**src/rtl/pcie_ob_settings.svh**
```systemverilog
`ifndef PCIE_OB_SETTINGS_SVH
`define PCIE_OB_SETTINGS_SVH

// AXI side
`define OB_ADDR_W   32
`define OB_DATA_W   32
`define OB_LEN_W    4       // up to 16 beats per burst

// link partner posted credit counters
`define OB_FCHB     8
`define OB_FCDB     12

// beat FIFO depth, log2
`define OB_FIFO_AW  4

`endif

```
**src/rtl/pcie_ob_pkg.sv**
```systemverilog
`default_nettype none

`include "pcie_ob_settings.svh"

package pcie_ob_pkg;

    typedef logic [`OB_ADDR_W-1:2] addr_dw_t;   // dword address
    typedef logic [`OB_LEN_W-1:0]  axi_len_t;   // beats minus one
    typedef logic [`OB_DATA_W-1:0] data_t;
    typedef logic [3:0]            be_t;
    typedef logic [9:0]            tlp_len_t;   // TLP length field, dwords
    typedef logic [`OB_FCHB-1:0]   fc_ph_t;
    typedef logic [`OB_FCDB-1:0]   fc_pd_t;
    typedef logic [15:0]           req_id_t;    // bus, device, function

    typedef enum logic [1:0] {
        OKAY   = 2'b00,
        SLVERR = 2'b10
    } axi_resp_t;

    // one MWr request, handed from the AXI side to the TLP side
    typedef struct packed {
        addr_dw_t addr;
        tlp_len_t len;
        be_t      be_first;
        be_t      be_last;
    } wr_hdr_t;

    typedef enum logic [2:0] {
        CMD_IDLE,
        CMD_DATA,       // taking beats into the FIFO
        CMD_DRAIN,      // taking beats and dropping them
        CMD_WAIT,
        CMD_RESP
    } cmd_state_t;

    typedef enum logic [2:0] {
        TLP_IDLE,
        TLP_DW0,
        TLP_DW1,
        TLP_DW2,
        TLP_DATA
    } tlp_state_t;

endpackage

`default_nettype wire

```
**src/rtl/ob_mwr_tlp.sv**
```systemverilog
`timescale 1ns/1ps
`default_nettype none

module ob_mwr_tlp (
    input  logic                 ob_clk,
    input  logic                 rst_n,
    // header from the command unit
    input  logic                 hdr_valid,
    output logic                 hdr_ready,
    input  pcie_ob_pkg::wr_hdr_t hdr,
    // beat FIFO
    output logic                 pop,
    input  pcie_ob_pkg::data_t   pop_data,
    input  logic                 fifo_empty,
    // link partner credits and our ID
    input  pcie_ob_pkg::fc_ph_t  fc_ph,
    input  pcie_ob_pkg::fc_pd_t  fc_pd,
    input  logic [7:0]           bus_number,
    input  logic [4:0]           dev_number,
    input  logic [2:0]           func_number,
    // TLP out
    output logic                 tx_valid,
    input  logic                 tx_ready,
    output pcie_ob_pkg::data_t   tx_data,
    output logic                 tx_last,
    output logic                 tlp_done
);
    import pcie_ob_pkg::*;

    tlp_state_t state;
    wr_hdr_t    hdr_q;
    logic       hdr_held;       // header taken, still short of credits
    logic       hdr_take;
    tlp_len_t   cur_len;
    tlp_len_t   len_rnd;
    fc_pd_t     need_pd;
    logic       credit_ok;
    logic       start;
    tlp_len_t   data_left;
    req_id_t    req_id;
    logic       tx_fire;

    assign hdr_ready = (state == TLP_IDLE) && !hdr_held;
    assign hdr_take  = hdr_valid && hdr_ready;

    // check the incoming header directly so DW0 can follow the next cycle
    assign cur_len   = hdr_held ? hdr_q.len : hdr.len;
    assign len_rnd   = cur_len + tlp_len_t'(3);
    assign need_pd   = fc_pd_t'(len_rnd[9:2]);     // one data credit per 4 dwords
    assign credit_ok = (fc_ph != '0) && (fc_pd >= need_pd);
    assign start     = (state == TLP_IDLE) && (hdr_take || hdr_held) && credit_ok;

    assign req_id = {bus_number, dev_number, func_number};

    always_ff @(posedge ob_clk) begin
        if (hdr_take) begin
            hdr_q <= hdr;
        end
    end

    always_ff @(posedge ob_clk or negedge rst_n) begin
        if (!rst_n) begin
            state     <= TLP_IDLE;
            hdr_held  <= 1'b0;
            data_left <= '0;
        end else begin
            case (state)
                TLP_IDLE: begin
                    if (start) begin
                        state     <= TLP_DW0;
                        hdr_held  <= 1'b0;
                        data_left <= cur_len;
                    end else if (hdr_take) begin
                        hdr_held <= 1'b1;
                    end
                end
                TLP_DW0: begin
                    if (tx_ready) begin
                        state <= TLP_DW1;
                    end
                end
                TLP_DW1: begin
                    if (tx_ready) begin
                        state <= TLP_DW2;
                    end
                end
                TLP_DW2: begin
                    if (tx_ready) begin
                        state <= TLP_DATA;
                    end
                end
                TLP_DATA: begin
                    if (tx_fire) begin
                        data_left <= data_left - tlp_len_t'(1);
                        if (tx_last) begin
                            state <= TLP_IDLE;
                        end
                    end
                end
                default: state <= TLP_IDLE;
            endcase
        end
    end

    always_comb begin
        tx_valid = 1'b0;
        tx_data  = pop_data;
        tx_last  = 1'b0;
        case (state)
            TLP_DW0: begin
                tx_valid = 1'b1;
                tx_data  = {3'b010, 5'b00000, 14'd0, hdr_q.len};   // MWr, 3DW with data
            end
            TLP_DW1: begin
                tx_valid = 1'b1;
                tx_data  = {req_id, 8'd0, hdr_q.be_last, hdr_q.be_first};  // tag 0
            end
            TLP_DW2: begin
                tx_valid = 1'b1;
                tx_data  = {hdr_q.addr, 2'b00};
            end
            TLP_DATA: begin
                tx_valid = !fifo_empty;                 // stall on a late beat
                tx_last  = (data_left == tlp_len_t'(1));
            end
            default: begin
                tx_valid = 1'b0;
            end
        endcase
    end

    assign tx_fire  = tx_valid && tx_ready;
    assign pop      = tx_fire && (state == TLP_DATA);
    assign tlp_done = pop && tx_last;

    // held dword stays put until the link takes it
    a_tx_hold: assert property (@(posedge ob_clk) disable iff (!rst_n)
        tx_valid && !tx_ready |=> tx_valid && $stable(tx_data) && $stable(tx_last))
        else $error("tx dword changed while stalled");

endmodule

`default_nettype wire

```
**src/rtl/ob_wr_beat_fifo.sv**
```systemverilog
`timescale 1ns/1ps
`default_nettype none

`include "pcie_ob_settings.svh"

module ob_wr_beat_fifo #(
    parameter int DEPTH_LOG2 = `OB_FIFO_AW
) (
    input  logic               ob_clk,
    input  logic               rst_n,
    input  logic               push,
    input  pcie_ob_pkg::data_t push_data,
    output logic               full,
    input  logic               pop,
    output pcie_ob_pkg::data_t pop_data,
    output logic               empty
);
    import pcie_ob_pkg::*;

    localparam int DEPTH = 1 << DEPTH_LOG2;

    data_t                 mem [DEPTH];
    logic [DEPTH_LOG2:0]   wr_ptr;      // msb is the wrap bit
    logic [DEPTH_LOG2:0]   rd_ptr;
    logic [DEPTH_LOG2-1:0] wr_idx;
    logic [DEPTH_LOG2-1:0] rd_idx;

    assign wr_idx = wr_ptr[DEPTH_LOG2-1:0];
    assign rd_idx = rd_ptr[DEPTH_LOG2-1:0];

    always_ff @(posedge ob_clk or negedge rst_n) begin
        if (!rst_n) begin
            wr_ptr <= '0;
            rd_ptr <= '0;
        end else begin
            if (push) begin
                wr_ptr <= wr_ptr + 1'b1;
            end
            if (pop) begin
                rd_ptr <= rd_ptr + 1'b1;
            end
        end
    end

    always_ff @(posedge ob_clk) begin
        if (push) begin
            mem[wr_idx] <= push_data;
        end
    end

    // head entry, no read latency
    assign pop_data = mem[rd_idx];

    assign empty = (wr_ptr == rd_ptr);
    assign full  = (wr_ptr[DEPTH_LOG2] != rd_ptr[DEPTH_LOG2]) && (wr_idx == rd_idx);

    a_no_overflow: assert property (@(posedge ob_clk) disable iff (!rst_n)
        push |-> !full)
        else $error("beat FIFO push while full");

    a_no_underflow: assert property (@(posedge ob_clk) disable iff (!rst_n)
        pop |-> !empty)
        else $error("beat FIFO pop while empty");

endmodule

`default_nettype wire

```
**src/rtl/ob_wr_cmd.sv**
```systemverilog
`timescale 1ns/1ps
`default_nettype none

`include "pcie_ob_settings.svh"

module ob_wr_cmd (
    input  logic                  ob_clk,
    input  logic                  rst_n,
    // AXI write address
    input  logic                  aw_valid,
    output logic                  aw_ready,
    input  logic [`OB_ADDR_W-1:0] aw_addr,
    input  pcie_ob_pkg::axi_len_t aw_len,
    // AXI write data
    input  logic                  w_valid,
    output logic                  w_ready,
    input  pcie_ob_pkg::data_t    w_data,
    input  pcie_ob_pkg::be_t      w_strb,
    input  logic                  w_last,
    // AXI write response
    output logic                  b_valid,
    input  logic                  b_ready,
    output pcie_ob_pkg::axi_resp_t b_resp,
    // control and status
    input  logic                  wr_disable,
    output logic                  wr_busy,
    input  logic                  dma_en,
    // beat FIFO
    output logic                  push,
    output pcie_ob_pkg::data_t    push_data,
    input  logic                  fifo_full,
    // header to the TLP builder
    output logic                  hdr_valid,
    input  logic                  hdr_ready,
    output pcie_ob_pkg::wr_hdr_t  hdr,
    input  logic                  tlp_done
);
    import pcie_ob_pkg::*;

    cmd_state_t state;
    logic       dis_meta;
    logic       dis_sync;
    addr_dw_t   addr_q;
    axi_len_t   len_q;
    axi_len_t   beat_cnt;
    be_t        strb_first;
    be_t        strb_last;
    logic       hdr_pend;
    axi_resp_t  resp_q;
    logic       aw_fire;
    logic       w_fire;

    // wr_disable may come from another clock
    always_ff @(posedge ob_clk or negedge rst_n) begin
        if (!rst_n) begin
            dis_meta <= 1'b0;
            dis_sync <= 1'b0;
        end else begin
            dis_meta <= wr_disable;
            dis_sync <= dis_meta;
        end
    end

    assign aw_ready = (state == CMD_IDLE) && !dis_sync;
    assign aw_fire  = aw_valid && aw_ready;
    // a dropped burst never touches the FIFO
    assign w_ready  = ((state == CMD_DATA) && !fifo_full) || (state == CMD_DRAIN);
    assign w_fire   = w_valid && w_ready;

    assign push      = w_fire && (state == CMD_DATA);
    assign push_data = w_data;

    always_ff @(posedge ob_clk or negedge rst_n) begin
        if (!rst_n) begin
            state    <= CMD_IDLE;
            beat_cnt <= '0;
            hdr_pend <= 1'b0;
            resp_q   <= OKAY;
        end else begin
            case (state)
                CMD_IDLE: begin
                    beat_cnt <= '0;
                    if (aw_fire) begin
                        state <= dma_en ? CMD_DATA : CMD_DRAIN; // dma_en sampled here
                    end
                end
                CMD_DATA, CMD_DRAIN: begin
                    if (w_fire) begin
                        beat_cnt <= beat_cnt + axi_len_t'(1);
                        if (w_last && (state == CMD_DATA)) begin
                            state    <= CMD_WAIT;
                            hdr_pend <= 1'b1;
                        end else if (w_last) begin
                            state  <= CMD_RESP;
                            resp_q <= SLVERR;
                        end
                    end
                end
                CMD_WAIT: begin
                    if (hdr_valid && hdr_ready) begin
                        hdr_pend <= 1'b0;
                    end
                    if (tlp_done) begin
                        state  <= CMD_RESP;
                        resp_q <= OKAY;
                    end
                end
                CMD_RESP: begin
                    if (b_ready) begin
                        state <= CMD_IDLE;
                    end
                end
                default: state <= CMD_IDLE;
            endcase
        end
    end

    always_ff @(posedge ob_clk) begin
        if (aw_fire) begin
            addr_q <= aw_addr[`OB_ADDR_W-1:2];
            len_q  <= aw_len;
        end
        if (w_fire) begin
            if (beat_cnt == '0) begin
                strb_first <= w_strb;
            end
            strb_last <= w_strb;
        end
    end

    assign hdr_valid    = hdr_pend;
    assign hdr.addr     = addr_q;
    assign hdr.len      = tlp_len_t'(len_q) + tlp_len_t'(1);
    assign hdr.be_first = strb_first;
    assign hdr.be_last  = (len_q == '0) ? 4'b0000 : strb_last;  // single dword TLP

    assign b_valid = (state == CMD_RESP);
    assign b_resp  = resp_q;
    assign wr_busy = (state != CMD_IDLE);

    // master must close the burst on the beat promised by aw_len
    a_wlast_pos: assert property (@(posedge ob_clk) disable iff (!rst_n)
        w_fire |-> (w_last == (beat_cnt == len_q)))
        else $error("w_last on wrong beat, cnt %0d len %0d", beat_cnt, len_q);

endmodule

`default_nettype wire

```
**src/rtl/pcie_ob_bridge.sv**
```systemverilog
`timescale 1ns/1ps
`default_nettype none

`include "pcie_ob_settings.svh"

module pcie_ob_bridge (
    input  logic                   ob_clk,
    input  logic                   rst_n,
    // AXI write
    input  logic                   aw_valid,
    output logic                   aw_ready,
    input  logic [`OB_ADDR_W-1:0]  aw_addr,
    input  pcie_ob_pkg::axi_len_t  aw_len,
    input  logic                   w_valid,
    output logic                   w_ready,
    input  pcie_ob_pkg::data_t     w_data,
    input  pcie_ob_pkg::be_t       w_strb,
    input  logic                   w_last,
    output logic                   b_valid,
    input  logic                   b_ready,
    output pcie_ob_pkg::axi_resp_t b_resp,
    input  logic                   wr_disable,
    output logic                   wr_busy,
    // PCIe config and credits
    input  logic                   dma_en,
    input  logic [7:0]             bus_number,
    input  logic [4:0]             dev_number,
    input  logic [2:0]             func_number,
    input  pcie_ob_pkg::fc_ph_t    fc_ph,
    input  pcie_ob_pkg::fc_pd_t    fc_pd,
    // TLP out
    output logic                   tx_valid,
    input  logic                   tx_ready,
    output pcie_ob_pkg::data_t     tx_data,
    output logic                   tx_last
);
    import pcie_ob_pkg::*;

    logic    push;
    data_t   push_data;
    logic    fifo_full;
    logic    pop;
    data_t   pop_data;
    logic    fifo_empty;
    logic    hdr_valid;
    logic    hdr_ready;
    wr_hdr_t hdr;
    logic    tlp_done;         // last dword gone, B may answer

    ob_wr_cmd u_cmd (
        .ob_clk     (ob_clk),
        .rst_n      (rst_n),
        .aw_valid   (aw_valid),
        .aw_ready   (aw_ready),
        .aw_addr    (aw_addr),
        .aw_len     (aw_len),
        .w_valid    (w_valid),
        .w_ready    (w_ready),
        .w_data     (w_data),
        .w_strb     (w_strb),
        .w_last     (w_last),
        .b_valid    (b_valid),
        .b_ready    (b_ready),
        .b_resp     (b_resp),
        .wr_disable (wr_disable),
        .wr_busy    (wr_busy),
        .dma_en     (dma_en),
        .push       (push),
        .push_data  (push_data),
        .fifo_full  (fifo_full),
        .hdr_valid  (hdr_valid),
        .hdr_ready  (hdr_ready),
        .hdr        (hdr),
        .tlp_done   (tlp_done)
    );

    ob_wr_beat_fifo u_fifo (
        .ob_clk    (ob_clk),
        .rst_n     (rst_n),
        .push      (push),
        .push_data (push_data),
        .full      (fifo_full),
        .pop       (pop),
        .pop_data  (pop_data),
        .empty     (fifo_empty)
    );

    ob_mwr_tlp u_tlp (
        .ob_clk      (ob_clk),
        .rst_n       (rst_n),
        .hdr_valid   (hdr_valid),
        .hdr_ready   (hdr_ready),
        .hdr         (hdr),
        .pop         (pop),
        .pop_data    (pop_data),
        .fifo_empty  (fifo_empty),
        .fc_ph       (fc_ph),
        .fc_pd       (fc_pd),
        .bus_number  (bus_number),
        .dev_number  (dev_number),
        .func_number (func_number),
        .tx_valid    (tx_valid),
        .tx_ready    (tx_ready),
        .tx_data     (tx_data),
        .tx_last     (tx_last),
        .tlp_done    (tlp_done)
    );

endmodule

`default_nettype wire

```
**config.mk**
```make
export PLATFORM = sky130hd
export DESIGN_NAME = pcie_ob_bridge
export DESIGN_NICKNAME = d
export VERILOG_FILES = /design/src/rtl/pcie_ob_pkg.sv /design/src/rtl/ob_mwr_tlp.sv /design/src/rtl/ob_wr_beat_fifo.sv /design/src/rtl/ob_wr_cmd.sv /design/src/rtl/pcie_ob_bridge.sv
export VERILOG_INCLUDE_DIRS = /design/src /design/src/rtl
export SDC_FILE = /design/constraint.sdc
export NUM_CORES = 1
export LEC_CHECK = 0
export BUFFER_PORTS_ARGS = -buffer_cell sky130_fd_sc_hd__buf_2
export CAP_MARGIN = 20
export CORE_ASPECT_RATIO = 0.6
export CORE_MARGIN = 2
export CORE_UTILIZATION = 50
export CTS_CLUSTER_DIAMETER = 50
export DETAILED_ROUTE_END_ITERATION = 6
export MAX_ROUTING_LAYER = met4
export PLACE_DENSITY = 0.71
export SETUP_SLACK_MARGIN = 0.05
export SLEW_MARGIN = 20
export SYNTH_ARGS = -nofsm -noshare
export SYNTH_HDL_FRONTEND = slang
export SYNTH_SLANG_ARGS = --single-unit
```
**constraint.sdc**
```tcl
create_clock -name ob_clk -period 6.9 [get_ports ob_clk]
set_clock_uncertainty 0.2 [all_clocks]
set_input_delay 0.69 -clock ob_clk [delete_from_list [all_inputs] [get_ports ob_clk]]
set_output_delay 0.69 -clock ob_clk [all_outputs]
set_load 0.05 [all_outputs]
```
# After elaboration in Yosys (flattened, before gate mapping)

Memory sizes are Yosys's and may differ from the RTL's.
Cells that the tools add are included.

Add/subtract/negate cells: 6
Order comparisons: 1
Equality and inequality tests: 27
Muxes and demuxes: 37
Reductions and logical operators: 41

Operators by type and width:

| kind                    | number |
|---|---|
| $pmux W32 S3            | 1 |
| $mux W3                 | 12 |
| $mux W10                | 3 |
| $pmux W10 S2            | 1 |
| $ne A2 B1 Y1 const B    | 8 |
| $logic_and A1 B1 Y1     | 15 |
| $pmux W3 S5             | 1 |
| $eq A3 B2 Y1 const B    | 4 |
| $ge A12 B8 Y1           | 1 |
| $ne A2 B2 Y1 const B    | 6 |
| $pmux W3 S4             | 1 |
| $add A10 B2 Y10 const B | 1 |
| $add A5 B1 Y5 const B   | 2 |
| $eq A10 B1 Y1 const B   | 1 |
| $mux W2                 | 5 |
| $reduce_and A5 Y1       | 2 |
| $sub A10 B1 Y10 const B | 1 |
| $logic_not A4 Y1        | 2 |
| $mux W1                 | 8 |
| $pmux W4 S2             | 1 |
| $reduce_bool A2 Y1      | 4 |
| $reduce_bool A8 Y1      | 1 |
| $eq A3 B1 Y1 const B    | 2 |
| $eq A3 B3 Y1 const B    | 2 |
| other kinds (19)        | 27 |

Bits in registers: 126
Bits in writable memories: 512
Input port bits: 117
Output and inout port bits: 40
Logic and storage cells: 132
Memories: 1

Memory list:

| name       | depth | bits a word | rd ports | clocked after memory_dff | write ports | line                  | source |
|---|---|---|---|---|---|---|---|
| u_fifo.mem | 16    | 32          | 1        | 0                        | 1           | ob_wr_beat_fifo.sv:22 | `data_t mem [DEPTH];` |

# Depth between registers and ports, before layout

Gate-level depths: netlist of the first run.

Depth after elaboration: 9
Mapped depth: 14

# Modules after synthesis

From an unflattened synthesis of the first run, not the netlist that was laid out.

Cells, all modules: 1,363
Area total of the unflattened synthesis: 25,650.9 um^2

By module, submodules not included:

| module          | times used | cells an instance | area an instance (um^2) | seq. area each (um^2) |
|---|---|---|---|---|
| ob_wr_beat_fifo | 1          | 853               | 19,733.9                | 15,625.0 |
| ob_mwr_tlp      | 1          | 346               | 3,593.4                 | 1,791.7 |
| ob_wr_cmd       | 1          | 164               | 2,323.5                 | 1,536.5 |

# Least setup slack after synthesis of the first run

OpenSTA, ideal clock, no wires.

Kind: register to register
Start: register u_fifo.wr_ptr[3]
End: memory u_fifo.mem[3][0] in the netlist's numbering, enable pin
Setup time: 0.461 ns
Data arrival time: 3.834 ns
Data required time: 6.239 ns
Slack: 2.405 ns
Cell stages (with the launch flop): 9
Buffers on the path: 2
Period minus slack after synthesis: 4.495 ns
Cells stage by stage: dfrtp_1 -> buf_4 -> xnor2_1 -> and4_1 -> buf_6 -> a21oi_2 -> nor3b_4 -> nand2_1 -> nor3_1

Longest elaborated chain between the ends: 9

Ends and longest elaborated chain:

| what                          | line                  | source |
|---|---|---|
| from (decl)                   | ob_wr_beat_fifo.sv:23 | `logic [DEPTH_LOG2:0] wr_ptr;` |
| from (signal assigned)        | ob_wr_beat_fifo.sv:37 | `wr_ptr <= wr_ptr + 1'b1;` |
| $eq A4 B4 Y1                  | ob_wr_beat_fifo.sv:55 | `assign full = (wr_ptr[DEPTH_LOG2] != rd_ptr[DEPTH_LOG2]) && (wr_idx == rd_idx);` |
| $logic_and A1 B1 Y1           | ob_wr_beat_fifo.sv:55 |  |
| $logic_not A1 Y1              | ob_wr_cmd.sv:67       | `assign w_ready = ((state == CMD_DATA) && !fifo_full) \|\| (state == CMD_DRAIN);` |
| $logic_and A1 B1 Y1           | ob_wr_cmd.sv:67       |  |
| $logic_or A1 B1 Y1            | ob_wr_cmd.sv:67       |  |
| $logic_and A1 B1 Y1           | ob_wr_cmd.sv:68       | `assign w_fire = w_valid && w_ready;` |
| $logic_and A1 B1 Y1           | ob_wr_cmd.sv:70       | `assign push = w_fire && (state == CMD_DATA);` |
| $mux W1                       | ob_wr_beat_fifo.sv:46 | `if (push) begin` |
| $mux W1 (implied by the code) | ob_wr_beat_fifo.sv:47 | `mem[wr_idx] <= push_data;` |
| to (decl)                     | ob_wr_beat_fifo.sv:22 |  |

Parallel ways exist; a longest one is shown, timed or not.

# Final worst setup path of the first run

Start: register u_fifo.rd_ptr[0]
End: output tx_data[26]

Longest elaborated chain between the ends: 2

Ends and longest elaborated chain:

| what                   | line                  | source |
|---|---|---|
| from (decl)            | ob_wr_beat_fifo.sv:24 | `logic [DEPTH_LOG2:0] rd_ptr;` |
| from (signal assigned) | ob_wr_beat_fifo.sv:40 | `rd_ptr <= rd_ptr + 1'b1;` |
| $mem_v2 Z16 W32        | --                    |  |
| $pmux W32 S3           | ob_mwr_tlp.sv:109     | `case (state)` |
| to (decl)              | pcie_ob_bridge.sv:34  | `output pcie_ob_pkg::data_t tx_data,` |

No other way between the ends.

==> flow_metrics.py, run 1 <==
metrics = {
    "synth": {
        "synth_top_cell_area_share_pct": 71.5,
        "synth-seq-area-share_pct": 75.0,
        "synth_flop_cell": "edfxtp_1",
        "ys_seq_elements": 632,
        "synth.distinct_cells": 56,
        "synth_cells": 1264,
        "synthArstFlopShare_pct": 5.54,
        "yosys.area_share.adder_pct": 0.749,
        "syn_area_um2": 25100,
        "synth_edf_count": 597,
        "synth_top_family_by_area": "multiplexers",
        "yosys_warnings": 0,
        "syn_avg_cell_area_um2": 19.8,
        "synth_xor_area_share_pct": 0.664,
        "synthSimpleGateAreaFrac_pct": 3.43,
        "synthTopCellsByArea": "edfxtp_1 (72%), mux4_2 (12%), dfrtp_1 (3.5%)",
        "yosysTopAreaCell": "edfxtp_1",
        "synthMuxAreaShare_pct": 15.6,
        "synth_compound_area_share_pct": 2.98,
        "synthesis.nets": 1396,
    },
    "global_route": {
        "grt_overflow": 0,
        "grt_pass1_vias": 12653,
        "antenna_found_initial": 4,
        "gr-usage-all-layers_pct": 22.1,
        "grt_max_degree": 73,
        "grt_pass1_wl_mm": 81.6,
    },
    "clock_tree": {
        "cts_num_sinks": 632,
        "path_clk_slew_ps": 70,
        "cts_buffers": 53,
        "insertion_delay_ps": 580,
        "cts_resized": 0,
        "cts_buffer_depth": 3,
        "h-tree-depth": 2,
        "cts-root-buf": "clkbuf_16",
        "cts_tree": "built",
        "post_cts_buffers": 0,
        "ctsHoldBuffers": 1,
    },
    "place": {
        "place_congestion": 0.867,
        "dp_hpwl_mm": 32.2,
        "placed_area_um2": 26700,
        "dp_slack_ps": 2430,
        "dpl.cell_count": 2027,
        "portBuffers": 153,
    },
    "drt": {
        "drc": 0,
        "wire_per_inst_um": 25.9,
        "vias": 12731,
        "drtPass1Iterations": 5,
        "first_iter_violations": 1526,
        "top_layer": "met4",
        "drt-met1-wl_mm": 24.3,
        "dr_wl_met3_mm": 4.53,
        "met2WireLength_mm": 25.3,
        "viasPerCell": 5.98,
        "antenna_left": 0,
        "drt-total-wl_mm": 55.2,
    },
    "setup_path": {
        "path_max_fanout": 72,
        "critPathLaunchType": "register",
        "endpoint_kind": "primary output",
        "crit_buf_inv": 2,
        "path_cells": "buf_12 -> mux4_2 -> mux2_2 -> a21oi_1 -> o22ai_1 -> buf_2",
        "crit_type": "register to primary output",
        "required_ps": 6010,
        "crit_family": "flip-flops",
        "cpMaxStageDelayCell": "dfrtp_4",
        "cp.arrival_ps": 3980,
        "max_stage_delay_ps": 1040,
    },
    "sta": {
        "final_hold_viol_count": 0,
        "slew_violations": 0,
        "setup_tns_ps": 0,
        "fmax_mhz": 205,
        "setup_viol": 0,
        "rsz0062_at_grt": "false",
        "layout_worst_path_cycle_share_pct": 70.6,
        "setup_ws_ps": 2030,
        "slew_headroom_pct": 34.7,
        "worst_slew_pin_slew_ps": 978,
        "post-route-min-period_ps": 4870,
    },
    "floorplan": {
        "core_region_area_um2": 49400,
        "dieArea_um2": 52000,
        "start_util_pct": 50.7,
        "die_h_um": 177,
        "fp.dieW_um": 293,
        "num_rows": 63,
        "ios": 157,
    },
    "layout": {
        "layout-drive-gt1-share_pct": 30.5,
        "multi_input_area_um2": 6010,
        "n_fill_cell": 3602,
        "area.growth.synth_to_final_pct": 13.4,
        "final_cells": 2128,
        "layout_commonest_cell": "edfxtp_1",
        "final_cell_area_um2": 28400,
        "final-seq-area_um2": 18800,
        "mostFrequentLayoutCells": "edfxtp_1 (597), buf_2 (153), mux4_2 (139)",
        "fin_nets": 1566,
    },
    "status": {
        "run_status": "finished clean",
    },
    "power": {
        "leakage_nw": 9.34,
        "power_density_nw_per_um2": 382,
        "peakVddDrop_mv": 0.261,
    },
    "run": {
        "drv_cap": 0,
    },
    "min_path": {
        "min_path_type": "input pin to async pin",
    },
}
per-stage QoR:
| step | hold slack (ps) | util [%] | total power, mW |
|---|---|---|---|
| finish | 32.6 | 57.5 | 10.8 |
| global route | 57.9 | 57.5 | 11.3 |
| CTS | 49.4 | 57.4 | 10.9 |
| detailed placement | 148 | 54.0 | 7.94 |
| global placement | 133 | 54.0 | 7.88 |
| floorplan | 131 | - | 7.14 |
power by group:
part | total (mW) | internal (mW) | switching [mW]
clock network | 2.98 | 1.64 | 1.34
registers | 4.72 | 4.44 | 0.281
logic | 3.14 | 1.23 | 1.91
cells by family (layout without fill, tap and decap cells):
group | count (synthesis) | in the layout
DFF | 632 | 632
muxes | 214 | 214
and+or+nand+nor | 178 | 178
AOI/OAI and AO/OA | 121 | 121
buffers and inverters | 84 | 294
xor gates and xnor gates | 19 | 19
adders and majority gates | 15 | 15
other | 1 | 5
path summary, 6_finish.rpt:
check | start | to | slack, ps | cells after the start
worst min-delay path | rst_n | u_tlp.data_left[5] | 30 | 1
worst max-delay path | u_fifo.rd_ptr[0] | tx_data[26] | 2030 | 6
max in group asynchronous | rst_n | u_fifo.rd_ptr[1] | 5800 | 1
worst max register to register | u_fifo.rd_ptr[0] | u_fifo.mem[0][19] | 2470 | 7
worst min register to register | u_cmd.dis_meta | u_cmd.dis_sync | 150 | 0
min in group ob_clk | aw_addr[22] | u_cmd.addr_q[20] | 80 | 1
worst reg2reg max path, delay by kind of cell (launching register included):
kind / cells / cell delay, ps
xor+xnor: 1 / 200
compound gates: 1 / 210
flops: 1 / 1040
buf+inv: 1 / 610
simple gates: 4 / 1780
synth_stat cells, drive strengths merged, types with 13 or more instances:
| library cell | number |
|---|---|
| a21oi | 39 |
| buf | 33 |
| clkbuf | 33 |
| dfrtp | 35 |
| edfxtp | 597 |
| ha | 15 |
| inv | 18 |
| mux2 | 25 |
| mux2i | 50 |
| mux4 | 139 |
| nand2 | 46 |
| nor2 | 61 |
| nor3 | 13 |
| o21ai | 24 |
| o22ai | 22 |
| xnor2 | 14 |
metal layers:
layer	vias up	GRT usage, %
li1	5490	-
met1	6628	33.0
met2	541	32.4
met3	72	3.86
met4	0	4.59
met5	-	-
state kept, by name, indices dropped and copies added (netlist names), 5 cells and up:
| name | cells |
|---|---|
| u_cmd.addr_q | 30 |
| u_fifo.mem | 512 |
| u_fifo.rd_ptr | 5 |
| u_fifo.wr_ptr | 5 |
| u_tlp.data_left | 10 |
| u_tlp.hdr_q | 43 |
cell type report:
cell class              instances  share of cell area (%)
diodes                          4                  0.0352
inverters                      18                   0.238
clock buffers                  64                    4.81
repair buffers                181                    3.56
flip-flops and latches        632                    66.2
clock inverters                31                    1.12
multi-input cells             548                    21.2
well taps                     650                    2.86
No activity file was read; power rests on OpenSTA's default activity.
==> run 2: changes to the inputs <==
==> constraint.sdc (replaced) <==
create_clock -name ob_clk -period 4.8 [get_ports ob_clk]
set_clock_uncertainty 0.2 [all_clocks]
set_input_delay 0.48 -clock ob_clk [delete_from_list [all_inputs] [get_ports ob_clk]]
set_output_delay 0.48 -clock ob_clk [all_outputs]
set_load 0.05 [all_outputs]
==> run 2 against run 1 <==
  * Largest power group unchanged
  * Worst setup slack got worse by 1200 ps
  * Highest routed layer unchanged
  * Global-route usage about the same
  * Combinational power increased by 52%
==> flow_metrics.py, run 2 (same netlist as run 1, synthesis figures left out) <==
metrics = {
    "global_route": {
        "gr-usage-all-layers_pct": 22.1,
        "grt_pass1_wl_mm": 82.0,
        "antenna_found_initial": 3,
        "grt_max_degree": 112,
        "grt_overflow": 0,
        "grt_pass1_vias": 12865,
    },
    "layout": {
        "fin_nets": 1609,
        "final_cells": 2173,
        "post-route-util_pct": 58.8,
        "final-seq-area_um2": 18800,
        "layout-drive-gt1-share_pct": 30.3,
        "top_register": "u_fifo.mem",
        "n_fill_cell": 3491,
        "area.growth.synth_to_final_pct": 15.9,
        "reg.largest.list": "u_fifo.mem: 512 flops, u_tlp.hdr_q: 43 flops, u_cmd.addr_q: 30 flops",
        "mostFrequentLayoutCells": "edfxtp_1 (597), buf_2 (153), mux4_2 (139)",
        "multi_input_area_um2": 6000,
        "layout_commonest_cell": "edfxtp_1",
        "largest_reg_flops": 512,
    },
    "setup_path": {
        "required_ps": 4120,
        "cpMaxStageDelayCell": "mux4_2",
        "crit_type": "register to primary output",
        "crit_buf_inv": 2,
        "r2r_start": "u_cmd.len_q[0]",
        "cp.arrival_ps": 3320,
        "r2r_slack_ps": 820,
        "crit_family": "multiplexers",
        "cpMostUsedCell": "mux4_2",
        "endpoint_kind": "primary output",
        "path_cells": "buf_4 -> mux4_2 -> mux4_2 -> nor2_1 -> a21oi_1 -> buf_2",
        "path_max_fanout": 37,
        "reg2regPathDepth": 12,
        "reg2reg_to": "u_tlp.data_left[7]",
        "critPathLaunchType": "register",
        "max_stage_delay_ps": 640,
    },
    "place": {
        "dp_hpwl_mm": 31.0,
        "place_congestion": 0.890,
        "portBuffers": 153,
        "dpl.cell_count": 2031,
    },
    "sta": {
        "slew_violations": 0,
        "rsz0062_at_grt": "false",
        "setup_tns_ps": 0,
        "setup_viol": 0,
        "final_hold_viol_count": 0,
        "post-route-min-period_ps": 4000,
        "worst_slew_pin_slew_ps": 954,
        "fmax_mhz": 250,
        "slew_headroom_pct": 36.4,
        "layout_worst_path_cycle_share_pct": 83.4,
    },
    "clock_tree": {
        "insertion_delay_ps": 600,
        "cts_buffer_depth": 3,
        "h-tree-depth": 2,
        "path_clk_slew_ps": 70,
        "cts-root-buf": "clkbuf_16",
        "cts_num_sinks": 632,
        "cts_tree": "built",
        "cts_buffers": 53,
        "cts_resized": 0,
    },
    "power": {
        "switching_share_pct": 32.5,
        "seqPwrFrac_pct": 41.8,
        "combPwrFrac_pct": 29.9,
        "p_switching_mw": 5.19,
        "p_int_mw": 10.7,
        "peakVddDrop_mv": 0.455,
        "power_density_nw_per_um2": 549,
        "p_clk_share_pct": 28.4,
        "leakage_nw": 9.62,
    },
    "drt": {
        "vias": 12855,
        "antenna_left": 0,
        "first_iter_violations": 1404,
        "drc": 0,
        "drt-total-wl_mm": 55.4,
        "viasPerCell": 5.92,
        "wire_per_inst_um": 25.5,
        "drtPass1Iterations": 5,
    },
    "min_path": {
        "hold_path_end": "u_cmd.state[2]",
        "whs_path_depth": 4,
        "min_path_type": "input pin to register",
        "hp-start": "b_ready",
    },
    "floorplan": {
        "ios": 157,
        "num_rows": 63,
        "start_util_pct": 50.7,
        "core_region_area_um2": 49400,
        "fp.dieW_um": 293,
        "die_h_um": 177,
        "dieArea_um2": 52000,
    },
    "run": {
        "drv_cap": 0,
    },
    "status": {
        "run_status": "finished clean",
    },
}
[run 2: cell types whose count changed in the layout (fill, tap and decap cells not counted), sizes merged]
| cell | before | now |
|---|---|---|
| buf | 180 | 184 |
| bufinv | 6 | 9 |
| clkbuf | 64 | 56 |
| clkinv | 18 | 29 |
| clkinvlp | 3 | 1 |
| diode | 4 | 3 |
| dlygate4sd3 | 1 | 40 |
| inv | 22 | 21 |
[run 2: power by group through the flow]
stage	Combinational (mW)	Sequential (mW)	Clock (mW)
floorplan	3.64	6.62	0
global placement	4.66	6.74	0
global route	5.09	6.69	4.79
detailed placement	4.72	6.76	0
finish	4.76	6.66	4.52
CTS	4.77	6.64	4.59
[run 2: area by class of cell]
type	instances	area share (%)
Clock buffer	56	4.68
Tap cell	650	2.80
Inverter	18	0.233
Antenna cell	3	0.0259
Clock inverter	42	1.56
Timing Repair Buffer	224	5.23
Sequential cell	632	64.8
Multi-Input combinational cell	548	20.7
[run 2: worst max-delay path by stage]
stage / cells past startpoint / endpoint / start
after floorplan: 8 / u_fifo.mem[3][0] / u_fifo.wr_ptr[3]
after global placement: 12 / u_tlp.data_left[8] / u_cmd.len_q[0]
after detailed placement: 12 / u_tlp.data_left[8] / u_cmd.len_q[0]
after CTS: 6 / tx_data[9] / u_fifo.rd_ptr[0]
after global routing: 12 / u_tlp.data_left[7] / u_cmd.len_q[0]
final: 6 / tx_data[3] / u_fifo.rd_ptr[0]
[run 2: tightest hold or removal path, cell delays in order]
cell and delay [ps]:
buf_2 110, o22ai_1 90, o21ai_0 80, nor2_1 40
[run 2: per-stage QoR]
| step | power, mW | instance area (um2) | hold WS (ps) | setup slack [ps] |
|---|---|---|---|---|
| global placement | 11.4 | 26800 | 133 | 965 |
| floorplan | 10.3 | 25100 | -15.6 | 305 |
| detailed placement | 11.5 | 26800 | 135 | 898 |
| global route | 16.6 | 29000 | 14.7 | 567 |
| CTS | 16.0 | 29000 | 2.27 | 702 |
| finish | 15.9 | 29000 | 41.8 | 797 |
[run 2: what timing repair did]
item / 4_1_cts / 5_1_grt
endpoints found under the hold margin: 78 / 0
buffers inserted: 0 / 0
hold buffers: 40 / 0
[run 2: per-layer routing]
layer	part of all wire (%)	up-vias	global-route usage [%]
met5	0	-	-
met4	1.9	0	4.74
met3	8.0	75	4.75
met2	46	521	32.8
met1	44	6685	31.9
li1	-	5574	-
==> run 3: changes to the inputs <==
==> constraint.sdc (replaced) <==
create_clock -name ob_clk -period 3.95 [get_ports ob_clk]
set_clock_uncertainty 0.2 [all_clocks]
set_input_delay 0.395 -clock ob_clk [delete_from_list [all_inputs] [get_ports ob_clk]]
set_output_delay 0.395 -clock ob_clk [all_outputs]
set_load 0.05 [all_outputs]
==> run 3 against run 2 <==
  * Sequential share of layout area is 1.3 points lower
  * Clock-buffer cell count up 7
  * Flip-flop and latch count is the same
  * Critical endpoint unchanged
  * Combinational power grew 26%
  * Hold slack got worse by 0.99 ps
  * Critical path depth unchanged
  * Clock power rose by 16%
  * Final cell count increased by 3.1%
==> flow_metrics.py, run 3 (same netlist as run 1, synthesis figures left out) <==
metrics = {
    "place": {
        "placed_area_um2": 27100,
        "place_congestion": 0.870,
        "dp_hpwl_mm": 33.7,
        "dp_slack_ps": 234,
        "portBuffers": 153,
    },
    "floorplan": {
        "num_rows": 63,
        "start_util_pct": 50.7,
        "ios": 157,
        "fp.dieW_um": 293,
        "core_region_area_um2": 49400,
        "die_h_um": 177,
        "dieArea_um2": 52000,
    },
    "clock_tree": {
        "cts_tree": "built",
        "h-tree-depth": 2,
        "cts_buffers": 52,
        "cts_buffer_depth": 3,
        "path_clk_slew_ps": 80,
        "cts_num_sinks": 632,
        "insertion_delay_ps": 600,
        "cts-root-buf": "clkbuf_16",
    },
    "power": {
        "leakage_nw": 9.89,
        "peakVddDrop_mv": 0.421,
        "power_density_nw_per_um2": 653,
        "finalPower_mw": 19.4,
    },
    "setup_path": {
        "cp.arrival_ps": 3180,
        "critPathLaunchType": "register",
        "r2r_slack_ps": 330,
        "crit_type": "register to primary output",
        "path_max_fanout": 38,
        "r2r_start": "u_cmd.len_q[0]",
        "required_ps": 3360,
        "endpoint_kind": "primary output",
        "reg2regPathDepth": 11,
        "reg2reg_to": "u_tlp.data_left[7]",
    },
    "drt": {
        "vias": 13309,
        "wire_per_inst_um": 25.5,
        "viasPerCell": 5.94,
        "first_iter_violations": 1405,
        "antenna_left": 0,
        "drt-total-wl_mm": 57.1,
        "drc": 0,
        "drtPass1Iterations": 5,
    },
    "global_route": {
        "gr-usage-all-layers_pct": 22.8,
        "grt_pass1_vias": 13324,
        "grt_pass1_wl_mm": 84.4,
        "antenna_found_initial": 1,
        "grt_max_degree": 78,
        "grt_overflow": 0,
    },
    "layout": {
        "layout-drive-gt1-share_pct": 30.7,
        "area.growth.synth_to_final_pct": 18.3,
        "final_cell_area_um2": 29600,
        "fin_nets": 1679,
        "mostFrequentLayoutCells": "edfxtp_1 (597), buf_2 (153), mux4_2 (139)",
        "top_register": "u_fifo.mem",
        "post-route-util_pct": 60.0,
        "reg.largest.list": "u_fifo.mem: 512 flops, u_tlp.hdr_q: 43 flops, u_cmd.addr_q: 30 flops",
        "layout_commonest_cell": "edfxtp_1",
        "largest_reg_flops": 512,
    },
    "sta": {
        "slew_violations": 0,
        "worst_slew_pin_slew_ps": 970,
        "layout_worst_path_cycle_share_pct": 95.6,
        "final_hold_viol_count": 0,
        "rsz0062_at_grt": "false",
        "slew_headroom_pct": 35.2,
        "post-route-min-period_ps": 3770,
        "setup_viol": 0,
        "setup_ws_ps": 175,
        "fmax_mhz": 265,
        "fin_hold_ws_ps": 40.8,
    },
    "min_path": {
        "hp-start": "fc_ph[5]",
        "hold_path_end": "u_tlp.hdr_held",
        "min_path_type": "input pin to register",
        "whs_path_depth": 5,
    },
    "run": {
        "drv_cap": 0,
    },
    "status": {
        "run_status": "finished clean",
    },
}
[run 3: cell type report]
type                       count  area [um2]
antenna                        1        2.50
clock buffer                  63        1360
clock inverter                34         355
fill                        3480       19800
inverter                      18        67.6
multi-input combinational    548        6010
sequential                   632       18800
tap                          650         813
timing repair buffer         295        2220
[run 3: how the worst max path moves through the flow]
stage / startpoint / endpoint / slack (ps) / cells after the start
final: u_fifo.rd_ptr[1] / tx_data[3] / 180 / 6
after CTS: u_fifo.rd_ptr[0] / tx_data[14] / 70 / 6
after global routing: u_fifo.rd_ptr[0] / tx_data[26] / 90 / 7
after floorplan: u_fifo.wr_ptr[3] / u_fifo.mem[0][0] / -530 / 8
after detailed placement: u_cmd.len_q[0] / u_tlp.data_left[7] / 230 / 11
after global placement: u_cmd.len_q[0] / u_tlp.data_left[8] / 410 / 11
[run 3: critical path: stages (launching register included)]
cell and delay (ps):
dfrtp_4 620, buf_4 560, mux4_2 400, mux4_2 530, nor2_1 150, a21oi_1 70, buf_2 220
[run 3: per-layer routing]
| layer | track usage (%) | part of all wire [%] | up-vias |
|---|---|---|---|
| li1 | - | - | 5711 |
| met1 | 33.4 | 44 | 6934 |
| met2 | 33.9 | 47 | 578 |
| met3 | 3.87 | 7.6 | 86 |
| met4 | 5.43 | 2.3 | 0 |
| met5 | - | 0 | - |
[run 3: power breakdown]
group | total [mW] | switching (mW) | internal, mW
clock network | 5.25 | 2.37 | 2.88
logic | 5.98 | 3.60 | 2.38
registers | 8.13 | 0.368 | 7.76
[run 3: per-stage QoR]
step | TNS, ps | instances
final | 0 | 2241
after global routing | 0 | 2241
after CTS | 0 | 2231
after detailed placement | 0 | 2057
after global placement | 0 | 2057
after floorplan | -50670 | 1264
[run 3: timing repair]
| item | CTS | global route |
|---|---|---|
| hold buffers | 77 | 0 |
| buffers inserted | 0 | 9 |
| hold endpoints to repair | 595 | 0 |
| setup endpoints to repair | 4 | 7 |
| gates resized for setup | 2 | 1 |
